--- src/rtl/priv_pkg.sv ---
package priv_pkg;

    typedef enum logic [3:0]
    {
        OP_NONE    = 4'd0,
        OP_CSR     = 4'd1,
        OP_CACOP   = 4'd2,
        OP_ERTN    = 4'd3,
        OP_IDLE    = 4'd4,
        OP_TLBSRCH = 4'd5,
        OP_TLBRD   = 4'd6,
        OP_TLBWR   = 4'd7,
        OP_TLBFILL = 4'd8,
        OP_INVTLB  = 4'd9
    } priv_op_e;

    typedef enum logic [3:0]
    {
        S_IDLE         = 4'd0,
        S_CSR          = 4'd1,
        S_CACOP_I_CALL = 4'd2,
        S_CACOP_I_WAIT = 4'd3,
        S_CACOP_D_CALL = 4'd4,
        S_CACOP_D_WAIT = 4'd5,
        S_FINISH       = 4'd6,
        S_ERTN         = 4'd7,
        S_IDLE_WAIT    = 4'd8,
        S_HALT         = 4'd9,
        S_TLB_WAIT     = 4'd10
    } priv_state_e;

    // csr numbers
    localparam logic [13:0] CSR_CRMD  = 14'h000;
    localparam logic [13:0] CSR_PRMD  = 14'h001;
    localparam logic [13:0] CSR_ERA   = 14'h006;
    localparam logic [13:0] CSR_SAVE0 = 14'h030;
    localparam logic [13:0] CSR_SAVE1 = 14'h031;
    localparam logic [13:0] CSR_SAVE2 = 14'h032;
    localparam logic [13:0] CSR_SAVE3 = 14'h033;

    localparam int MODE_BITS = 3;                   // plv + ie

    localparam logic [2:0] CACOP_ICACHE = 3'd0;
    localparam logic [2:0] CACOP_DCACHE = 3'd1;

endpackage

--- src/rtl/priv_ctrl.sv ---
`timescale 1ns/1ps

module priv_ctrl (
    input  logic                clk,
    input  logic                rstn,
    input  logic                en,
    input  priv_pkg::priv_op_e  op,
    input  logic [31:0]         inst,
    input  logic [31:0]         rj_data,
    input  logic [31:0]         rk_data,
    input  logic [31:0]         csr_rdata,
    input  logic                cacop_i_ready,
    input  logic                cacop_d_ready,
    input  logic                cacop_i_done,
    input  logic                cacop_d_done,
    input  logic                i_idle,
    input  logic                d_idle,
    input  logic                tlb_ready,
    output logic [13:0]         csr_addr,
    output logic                csr_ren,
    output logic                csr_wen,
    output logic [31:0]         csr_wdata,
    output logic [1:0]          cacop_type,
    output logic [31:0]         cacop_vaddr,
    output logic                cacop_i_en,
    output logic                cacop_d_en,
    output logic                ertn_en,
    output logic                block_cache,
    output logic                block_clock,
    output logic                tlb_valid,
    output priv_pkg::priv_op_e  tlb_cmd,
    output logic [4:0]          invtlb_op,
    output logic [31:0]         invtlb_asid,
    output logic [31:0]         invtlb_va,
    output logic                done,
    output logic                rd_we_req,
    output logic [31:0]         rd_value,
    output logic                ertn_done
);

    priv_pkg::priv_state_e state;
    priv_pkg::priv_state_e state_nxt;

    logic [13:0] csr_num;
    logic [4:0]  rj;
    logic [31:0] imm_ext;
    logic [31:0] xchg_data;

    assign csr_num     = inst[23:10];
    assign rj          = inst[9:5];
    assign imm_ext     = {{20{inst[21]}}, inst[21:10]};
    assign cacop_type  = inst[4:3];
    assign cacop_vaddr = rj_data + imm_ext;
    assign invtlb_op   = inst[4:0];
    assign invtlb_asid = rj_data;
    assign invtlb_va   = rk_data;
    assign tlb_cmd     = op;                            // core holds op until commit
    assign xchg_data   = (rd_value & ~rj_data) | (rk_data & rj_data);

    always_ff @(posedge clk or negedge rstn)
    begin
        if (!rstn)
            state <= priv_pkg::S_IDLE;
        else
            state <= state_nxt;
    end

    always_comb
    begin
        state_nxt = state;
        case (state)
            priv_pkg::S_IDLE:
            begin
                if (en)
                begin
                    case (op)
                        priv_pkg::OP_CSR:   state_nxt = priv_pkg::S_CSR;
                        priv_pkg::OP_CACOP:
                        begin
                            if (inst[2:0] == priv_pkg::CACOP_ICACHE)
                                state_nxt = priv_pkg::S_CACOP_I_CALL;
                            else if (inst[2:0] == priv_pkg::CACOP_DCACHE)
                                state_nxt = priv_pkg::S_CACOP_D_CALL;
                            else
                                state_nxt = priv_pkg::S_FINISH;   // no cache to call
                        end
                        priv_pkg::OP_ERTN:  state_nxt = priv_pkg::S_ERTN;
                        priv_pkg::OP_IDLE:  state_nxt = priv_pkg::S_IDLE_WAIT;
                        priv_pkg::OP_TLBSRCH, priv_pkg::OP_TLBRD, priv_pkg::OP_TLBWR,
                        priv_pkg::OP_TLBFILL, priv_pkg::OP_INVTLB:
                            state_nxt = priv_pkg::S_TLB_WAIT;
                        default:            state_nxt = priv_pkg::S_IDLE;
                    endcase
                end
            end
            priv_pkg::S_CACOP_I_CALL:
            begin
                if (cacop_i_en && cacop_i_ready)
                    state_nxt = priv_pkg::S_CACOP_I_WAIT;
            end
            priv_pkg::S_CACOP_I_WAIT:
            begin
                if (cacop_i_done)
                    state_nxt = priv_pkg::S_IDLE;
            end
            priv_pkg::S_CACOP_D_CALL:
            begin
                if (cacop_d_en && cacop_d_ready)
                    state_nxt = priv_pkg::S_CACOP_D_WAIT;
            end
            priv_pkg::S_CACOP_D_WAIT:
            begin
                if (cacop_d_done)
                    state_nxt = priv_pkg::S_IDLE;
            end
            priv_pkg::S_IDLE_WAIT:
            begin
                if (i_idle && d_idle)
                    state_nxt = priv_pkg::S_HALT;
            end
            priv_pkg::S_TLB_WAIT:
            begin
                if (tlb_ready)
                    state_nxt = priv_pkg::S_IDLE;
            end
            default:    state_nxt = priv_pkg::S_IDLE;  // csr, finish, ertn, halt
        endcase
    end

    always_comb
    begin
        csr_addr    = 14'd0;
        csr_ren     = 1'b0;
        csr_wen     = 1'b0;
        csr_wdata   = 32'd0;
        ertn_en     = 1'b0;
        block_cache = 1'b0;
        block_clock = 1'b0;
        tlb_valid   = 1'b0;
        done        = 1'b0;
        rd_we_req   = 1'b0;
        ertn_done   = 1'b0;
        case (state)
            priv_pkg::S_IDLE:
            begin
                if (en)
                begin
                    case (op)
                        priv_pkg::OP_CSR:
                        begin
                            csr_addr = csr_num;
                            csr_ren  = 1'b1;                // old value for rd
                        end
                        priv_pkg::OP_ERTN:  ertn_en = 1'b1;
                        priv_pkg::OP_IDLE:  block_cache = 1'b1;
                        priv_pkg::OP_TLBSRCH, priv_pkg::OP_TLBRD, priv_pkg::OP_TLBWR,
                        priv_pkg::OP_TLBFILL, priv_pkg::OP_INVTLB:
                            tlb_valid = 1'b1;
                        default:            tlb_valid = 1'b0;
                    endcase
                end
            end
            priv_pkg::S_CSR:
            begin
                csr_addr  = csr_num;
                csr_wen   = |rj;                            // rj == 0 is a plain read
                csr_wdata = (rj == 5'd1) ? rk_data : xchg_data;
                done      = 1'b1;
                rd_we_req = 1'b1;
            end
            priv_pkg::S_CACOP_I_WAIT:   done = cacop_i_done;
            priv_pkg::S_CACOP_D_WAIT:   done = cacop_d_done;
            priv_pkg::S_FINISH:         done = 1'b1;
            priv_pkg::S_ERTN:
            begin
                done      = 1'b1;
                ertn_done = 1'b1;
            end
            priv_pkg::S_IDLE_WAIT:      block_cache = 1'b1;
            priv_pkg::S_HALT:
            begin
                block_cache = 1'b1;
                block_clock = 1'b1;
                done        = 1'b1;
            end
            priv_pkg::S_TLB_WAIT:       done = tlb_ready;
            default:                    done = 1'b0;
        endcase
    end

    always_ff @(posedge clk)
    begin
        if (csr_ren)
            rd_value <= csr_rdata;
    end

    // cache enables rise one cycle into CALL, drop on the ready handshake
    always_ff @(posedge clk or negedge rstn)
    begin
        if (!rstn)
        begin
            cacop_i_en <= 1'b0;
            cacop_d_en <= 1'b0;
        end
        else
        begin
            cacop_i_en <= (state == priv_pkg::S_CACOP_I_CALL) && !(cacop_i_en && cacop_i_ready);
            cacop_d_en <= (state == priv_pkg::S_CACOP_D_CALL) && !(cacop_d_en && cacop_d_ready);
        end
    end

    a_cacop_excl: assert property (@(posedge clk) disable iff (!rstn)
        !(cacop_i_en && cacop_d_en))
        else $error("both cache maintenance enables high");

    a_wen_done: assert property (@(posedge clk) disable iff (!rstn)
        csr_wen |-> done)
        else $error("csr write without done");

    a_idle_no_done: assert property (@(posedge clk) disable iff (!rstn)
        (state == priv_pkg::S_IDLE) |-> !done)
        else $error("done raised in idle state");

endmodule

--- src/rtl/csr_regs.sv ---
`timescale 1ns/1ps

module csr_regs (
    input  logic        clk,
    input  logic        rstn,
    input  logic [13:0] csr_addr,
    input  logic        csr_ren,
    input  logic        csr_wen,
    input  logic [31:0] csr_wdata,
    input  logic        ertn_en,
    output logic [31:0] csr_rdata,
    output logic [31:0] era,
    output logic [31:0] crmd
);

    logic [priv_pkg::MODE_BITS-1:0] crmd_mode;
    logic [priv_pkg::MODE_BITS-1:0] prmd_mode;
    logic [31:0]                    save_q [4];
    logic                           is_save;

    // save0..3 sit on an aligned block of four
    assign is_save = (csr_addr >= priv_pkg::CSR_SAVE0) && (csr_addr <= priv_pkg::CSR_SAVE3);

    assign crmd = {{(32 - priv_pkg::MODE_BITS){1'b0}}, crmd_mode};

    always_ff @(posedge clk or negedge rstn)
    begin
        if (!rstn)
        begin
            crmd_mode <= '0;
            prmd_mode <= '0;
            era       <= 32'd0;
            for (int i = 0; i < 4; i++)
            begin
                save_q[i] <= 32'd0;
            end
        end
        else if (ertn_en)
        begin
            crmd_mode <= prmd_mode;                         // back to saved plv/ie
        end
        else if (csr_wen)
        begin
            case (csr_addr)
                priv_pkg::CSR_CRMD: crmd_mode <= csr_wdata[priv_pkg::MODE_BITS-1:0];
                priv_pkg::CSR_PRMD: prmd_mode <= csr_wdata[priv_pkg::MODE_BITS-1:0];
                priv_pkg::CSR_ERA:  era <= csr_wdata;
                default:
                begin
                    if (is_save)
                        save_q[csr_addr[1:0]] <= csr_wdata;
                end
            endcase
        end
    end

    always_comb
    begin
        csr_rdata = 32'd0;                                  // unknown csr reads 0
        if (csr_ren)
        begin
            case (csr_addr)
                priv_pkg::CSR_CRMD: csr_rdata = crmd;
                priv_pkg::CSR_PRMD: csr_rdata = {{(32 - priv_pkg::MODE_BITS){1'b0}}, prmd_mode};
                priv_pkg::CSR_ERA:  csr_rdata = era;
                default:
                begin
                    if (is_save)
                        csr_rdata = save_q[csr_addr[1:0]];
                end
            endcase
        end
    end

    a_wen_ertn_excl: assert property (@(posedge clk) disable iff (!rstn)
        !(csr_wen && ertn_en))
        else $error("csr write collides with ertn restore");

endmodule

--- src/rtl/priv_commit.sv ---
`timescale 1ns/1ps

module priv_commit (
    input  logic        clk,
    input  logic        rstn,
    input  logic        done,
    input  logic        rd_we_req,
    input  logic [31:0] rd_value,
    input  logic        ertn_done,
    input  logic [31:0] era,
    output logic        commit_valid,
    output logic        rd_we,
    output logic [31:0] rd_wdata,
    output logic        redirect_valid,
    output logic [31:0] redirect_pc
);

    always_ff @(posedge clk or negedge rstn)
    begin
        if (!rstn)
        begin
            commit_valid   <= 1'b0;
            rd_we          <= 1'b0;
            rd_wdata       <= 32'd0;
            redirect_valid <= 1'b0;
            redirect_pc    <= 32'd0;
        end
        else
        begin
            commit_valid   <= done;
            rd_we          <= done && rd_we_req;
            redirect_valid <= done && ertn_done;
            if (done)
            begin
                rd_wdata    <= rd_value;                    // old csr value
                redirect_pc <= era;
            end
        end
    end

    a_commit_kind: assert property (@(posedge clk) disable iff (!rstn)
        !(rd_we && redirect_valid))
        else $error("commit carries both rd write and redirect");

endmodule

--- src/rtl/priv_exec_top.sv ---
`timescale 1ns/1ps

module priv_exec_top (
    input  logic                clk,
    input  logic                rstn,
    input  logic                en,
    input  priv_pkg::priv_op_e  op,
    input  logic [31:0]         inst,
    input  logic [31:0]         rj_data,
    input  logic [31:0]         rk_data,
    output logic [1:0]          cacop_type,
    output logic [31:0]         cacop_vaddr,
    output logic                cacop_i_en,
    output logic                cacop_d_en,
    input  logic                cacop_i_ready,
    input  logic                cacop_d_ready,
    input  logic                cacop_i_done,
    input  logic                cacop_d_done,
    input  logic                i_idle,
    input  logic                d_idle,
    output logic                block_cache,
    output logic                block_clock,
    output logic                tlb_valid,
    output priv_pkg::priv_op_e  tlb_cmd,
    input  logic                tlb_ready,
    output logic [4:0]          invtlb_op,
    output logic [31:0]         invtlb_asid,
    output logic [31:0]         invtlb_va,
    output logic [31:0]         crmd,
    output logic                commit_valid,
    output logic                rd_we,
    output logic [31:0]         rd_wdata,
    output logic                redirect_valid,
    output logic [31:0]         redirect_pc
);

    logic [13:0] csr_addr;
    logic        csr_ren;
    logic        csr_wen;
    logic [31:0] csr_wdata;
    logic [31:0] csr_rdata;
    logic        ertn_en;
    logic        done;
    logic        rd_we_req;
    logic [31:0] rd_value;
    logic        ertn_done;
    logic [31:0] era;

    priv_ctrl u_ctrl (
        .clk           (clk),
        .rstn          (rstn),
        .en            (en),
        .op            (op),
        .inst          (inst),
        .rj_data       (rj_data),
        .rk_data       (rk_data),
        .csr_rdata     (csr_rdata),
        .cacop_i_ready (cacop_i_ready),
        .cacop_d_ready (cacop_d_ready),
        .cacop_i_done  (cacop_i_done),
        .cacop_d_done  (cacop_d_done),
        .i_idle        (i_idle),
        .d_idle        (d_idle),
        .tlb_ready     (tlb_ready),
        .csr_addr      (csr_addr),
        .csr_ren       (csr_ren),
        .csr_wen       (csr_wen),
        .csr_wdata     (csr_wdata),
        .cacop_type    (cacop_type),
        .cacop_vaddr   (cacop_vaddr),
        .cacop_i_en    (cacop_i_en),
        .cacop_d_en    (cacop_d_en),
        .ertn_en       (ertn_en),
        .block_cache   (block_cache),
        .block_clock   (block_clock),
        .tlb_valid     (tlb_valid),
        .tlb_cmd       (tlb_cmd),
        .invtlb_op     (invtlb_op),
        .invtlb_asid   (invtlb_asid),
        .invtlb_va     (invtlb_va),
        .done          (done),
        .rd_we_req     (rd_we_req),
        .rd_value      (rd_value),
        .ertn_done     (ertn_done)
    );

    csr_regs u_csr (
        .clk       (clk),
        .rstn      (rstn),
        .csr_addr  (csr_addr),
        .csr_ren   (csr_ren),
        .csr_wen   (csr_wen),
        .csr_wdata (csr_wdata),
        .ertn_en   (ertn_en),
        .csr_rdata (csr_rdata),
        .era       (era),
        .crmd      (crmd)
    );

    priv_commit u_commit (
        .clk            (clk),
        .rstn           (rstn),
        .done           (done),
        .rd_we_req      (rd_we_req),
        .rd_value       (rd_value),
        .ertn_done      (ertn_done),
        .era            (era),
        .commit_valid   (commit_valid),
        .rd_we          (rd_we),
        .rd_wdata       (rd_wdata),
        .redirect_valid (redirect_valid),
        .redirect_pc    (redirect_pc)
    );

endmodule

--- config.mk ---
export PLATFORM = sky130hd
export DESIGN_NAME = priv_exec_top
export DESIGN_NICKNAME = d
export VERILOG_FILES = /design/src/rtl/priv_pkg.sv /design/src/rtl/priv_ctrl.sv /design/src/rtl/csr_regs.sv /design/src/rtl/priv_commit.sv /design/src/rtl/priv_exec_top.sv
export SDC_FILE = /design/constraint.sdc
export NUM_CORES = 1
export LEC_CHECK = 0
export BUFFER_PORTS_ARGS = -buffer_cell sky130_fd_sc_hd__buf_2
export CORE_MARGIN = 5
export CORE_UTILIZATION = 60
export DETAILED_ROUTE_END_ITERATION = 10
export GPL_TIMING_DRIVEN = 0
export PLACE_DENSITY = 0.85
export SYNTH_ARGS = -nofsm -noshare
export SYNTH_HDL_FRONTEND = slang
export SYNTH_SLANG_ARGS = --single-unit
--- constraint.sdc ---
create_clock -name clk -period 6.6 [get_ports clk]
set_input_delay 1.32 -clock clk [delete_from_list [all_inputs] [get_ports clk]]
set_output_delay 1.32 -clock clk [all_outputs]
set_load 0.02 [all_outputs]
==> run summary <==
Run status -> complete, no violations
R2R Path End -> u_ctrl.rd_value[8]$_DFFE_PP_
Max Clock Freq -> 0.162 GHz
Hold path cells -> 1
Synth top area share -> 0.406
H-tree depth -> 1
Hold Worst Slack -> 0.460 ns
IO Count -> 321
XOR/XNOR Fraction of Synth Area -> 0.0143
DR DRC count -> 0
Detailed placer's ending HPWL -> 31300 µm
Root Buffer -> clkbuf_16
Post-CTS setup repair buffer count -> 0
CTS max path bufs -> 3
Drt total wl -> 44100 µm
Largest net degree at the start of global routing -> 124
Met3 wire len -> 3650 µm
Post-route clock period utilization -> 0.936
Net Sw Power -> 1790 µW
Worst-path fanout max -> 16
Setup CP Type -> input pin to output pin
Synth cell types -> 72
Worst Skew -> 0.0250 ns
Fin. Hold Viols -> 0
YS warnings -> 0
Sw Share -> 0.352
Netlist Area Pre-Place -> 14700 µm²
Fraction of registers with async set/reset -> 0.882
Syn_area_per_cell -> 11.0 µm²
Met1 WL -> 17100 µm
First-pass GRT wire length -> 68500 µm
Port bufs -> 281
Mux contribution to synthesized area -> 0.202
Vias in the first global route -> 12.4k
Post-synth top flop -> dfrtp_1
Initial antenna violation count -> 0
Synth area leaders -> dfrtp_1 41%, mux2_2 17%, edfxtp_1 6.5%
Synth Area in Compound Gates -> 0.103
CP arrival -> 4.86 ns
Pleak -> 0.00901 µW
PD cells -> 289 nW/µm²
R2R Path Start -> u_ctrl.state[3]$_DFFE_PN0P_
Worst Setup End Kind -> output pin
Number of nets in the layout -> 1823
Antenna Cells -> 0
1st-iter DRT viols -> 918
Sequential Power Share -> 0.375
Crit path required time -> 5.28 ns
GRT overflow -> 0
Area growth, synth to finish -> 19.3%
Tmin final -> 6.18 ns
Routed length on met2 -> 21700 µm
Setup TNS -> 0 ns
Relative slew slack -> 0.292
Reg2Reg Setup Slack -> 2.64 ns
Clk sinks -> 271
Row count -> 57
Clock power share -> 0.299
Post-synthesis register bit count -> 271
Uppermost routed layer -> met4
Critical Path Start Type -> input pin
Die area -> 27800 µm²
Fin. max-slew vios -> 0
Worst slew pin tran -> 1.06 ns
Internal Power -> 3290 µW
DR pass1 iterations -> 7
GRT Overall Usage -> 0.307
DIE WIDTH -> 167 µm
RD Place Congestion -> 0.869
Clk Latency, worst-skew pair -> 0.55 ns
Number of flops mapped to enable cells by yosys -> 32
Hold_sp -> u_ctrl.cacop_i_en$_DFF_PN0_
Die H -> 167 µm
Cells after Synth -> 1342
Worst vdd ir -> 0.000198 V
Vias per cell -> 5.88
Final setup violating endpoints -> 0
Core area -> 24200 µm²
Worst min-delay path class -> register to register
Combinational share of power -> 0.326
DR WL/cell -> 21.8 µm
Largest area contributor in the netlist -> dfrtp_1
Routed Antenna Nets -> 0
Synth Area in Simple Gates -> 0.102
Reg2reg path depth -> 9
Fraction of layout cells with a size suffix above 1 -> 0.421
Sequential share of the synthesized area -> 0.472
Hold EP -> u_ctrl.cacop_i_en$_DFF_PN0_
Max-Cap Viols -> 0
CTS tree -> built
CTS clk-pin slew, worst paths -> 0.07 ns
Cts bufs inserted -> 27
RSZ-0062 raised after global routing -> no
Main combinational cell family by area after synthesis -> multiplexers
Vias post-DR -> 11.9k
Initial Util -> 0.607
Synth Area in Adders -> 0.0277
## power by group through the flow
stage                     logic (µW)  registers (µW)  clock network (µW)
final                           1660            1900                1520
after global routing            1770            1920                1590
after CTS                       1650            1900                1520
after detailed placement        1640            1930                   0
after global placement          1590            1930                   0
after floorplan                  929            2070                   0
## metrics by stage
step / total power (µW) / std cells / util / area [µm²] / setup slack [ns]
after detailed placement: 3570 / 1977 / 0.689 / 16700 / -0.0111
after global placement: 3520 / 1975 / 0.686 / 16600 / -0.0926
after floorplan: 3000 / 1370 / - / 14800 / 1.12
after global routing: 5280 / 2026 / 0.724 / 17600 / 0.227
final: 5080 / 2026 / 0.724 / 17600 / 0.425
after CTS: 5070 / 2027 / 0.725 / 17600 / 0.227
## flip-flops by register name (all words and copies together), names as in the netlist
signal and count:
u_csr.save_q 128, u_commit.rd_wdata 32, u_commit.redirect_pc 32, u_csr.era 32
u_ctrl.rd_value 32, u_ctrl.state 4, u_csr.crmd_mode 3, u_csr.prmd_mode 3
u_commit.commit_valid 1, u_commit.rd_we 1, u_commit.redirect_valid 1, u_ctrl.cacop_d_en 1
u_ctrl.cacop_i_en 1
## cell usage after synthesis (8+ instances only)
library cell / instances
a21oi_1: 89
buf_2: 20
buf_4: 107
clkbuf_1: 35
dfrtp_1: 239
edfxtp_1: 32
ha_1: 31
inv_1: 17
mux2_1: 8
mux2_2: 221
mux2_4: 24
nand2_1: 122
nand2b_1: 8
nand3_1: 8
nor2_1: 120
nor2b_1: 14
nor3_1: 18
o21ai_0: 51
o221ai_1: 31
xnor2_1: 19
## cell families after synthesis
logic type                 Yosys count
adders and majority gates           32
and+or+nand+nor                    330
AOI/OAI and AO/OA                  239
DFF                                271
buffers and inverters              189
xor gates and xnor gates            24
other                                1
muxes                              256
## cell usage in the layout, fill, tap and decap left out, types with 4 or more instances in the layout
cell	Yosys	routed
a2111oi_0	4	4
mux2_1	8	8
mux2_2	221	221
and3_1	6	6
xnor2_1	19	19
clkbuf_1	35	43
buf_4	107	107
mux2_4	24	24
nand3_1	8	8
nand2b_1	8	8
nor2b_1	14	14
edfxtp_1	32	32
o221ai_1	31	31
o21ai_0	51	51
buf_1	6	5
ha_1	31	31
a21o_1	6	6
nor3_1	18	18
a31oi_1	5	5
nor3b_1	4	4
buf_2	20	301
xor2_1	5	5
clkinv_2	0	5
a211oi_1	6	6
nand2_1	122	122
a21oi_1	89	89
o31ai_1	6	6
nor2_1	120	119
o211ai_1	6	6
clkbuf_16	0	27
dfrtp_1	239	239
conb_1	1	29
inv_1	17	17
## worst max-delay path, stage by stage
cell	delay, ns
buf_2	0.28
buf_2	0.36
inv_1	0.13
fa_1	0.48
nor2b_1	0.18
o2111ai_1	0.16
a21oi_1	0.27
o31ai_1	0.23
a211oi_1	0.45
o21ai_0	0.30
a311o_1	0.35
xnor2_1	0.14
buf_2	0.19
## area by class of cell
type,count,area (µm²)
plain buffers,170,1090
clock buffers,38,737
clock inverters,12,121
fillers,1665,6680
inverters,18,67.6
multi-input cells,910,6730
flip-flops and latches,271,6940
well taps,324,405
repair buffers,283,1470
## layer usage
| layer | GRT usage | vias to the layer above |
|---|---|---|
| met1 | 0.387 | 5829 |
| met4 | 0.120 | 0 |
| met3 | 0.0588 | 124 |
| met2 | 0.525 | 636 |
| met5 | 0 | - |
| li1 | - | 5331 |
## worst max-delay path by stage
stage               slack (ns)  depth (start not counted)  startpoint                       endpoint
floorplan                 1.12                         12    inst[11]                cacop_vaddr[28]
detailed placement       -0.01                         14    inst[11]                cacop_vaddr[28]
global route              0.23                         13    inst[11]                cacop_vaddr[28]
CTS                       0.23                         14    inst[11]                cacop_vaddr[28]
finish                    0.42                         13    inst[11]                cacop_vaddr[28]
global placement         -0.09                         10       op[2]  u_ctrl.rd_value[19]$_DFFE_PP_
## timing repair
item / in CTS / in global routing
hold buffers: 0 / 0
endpoints found under the setup margin: 1 / 2
resized for setup: 1 / 0
Power figures use the tool's default switching activity.
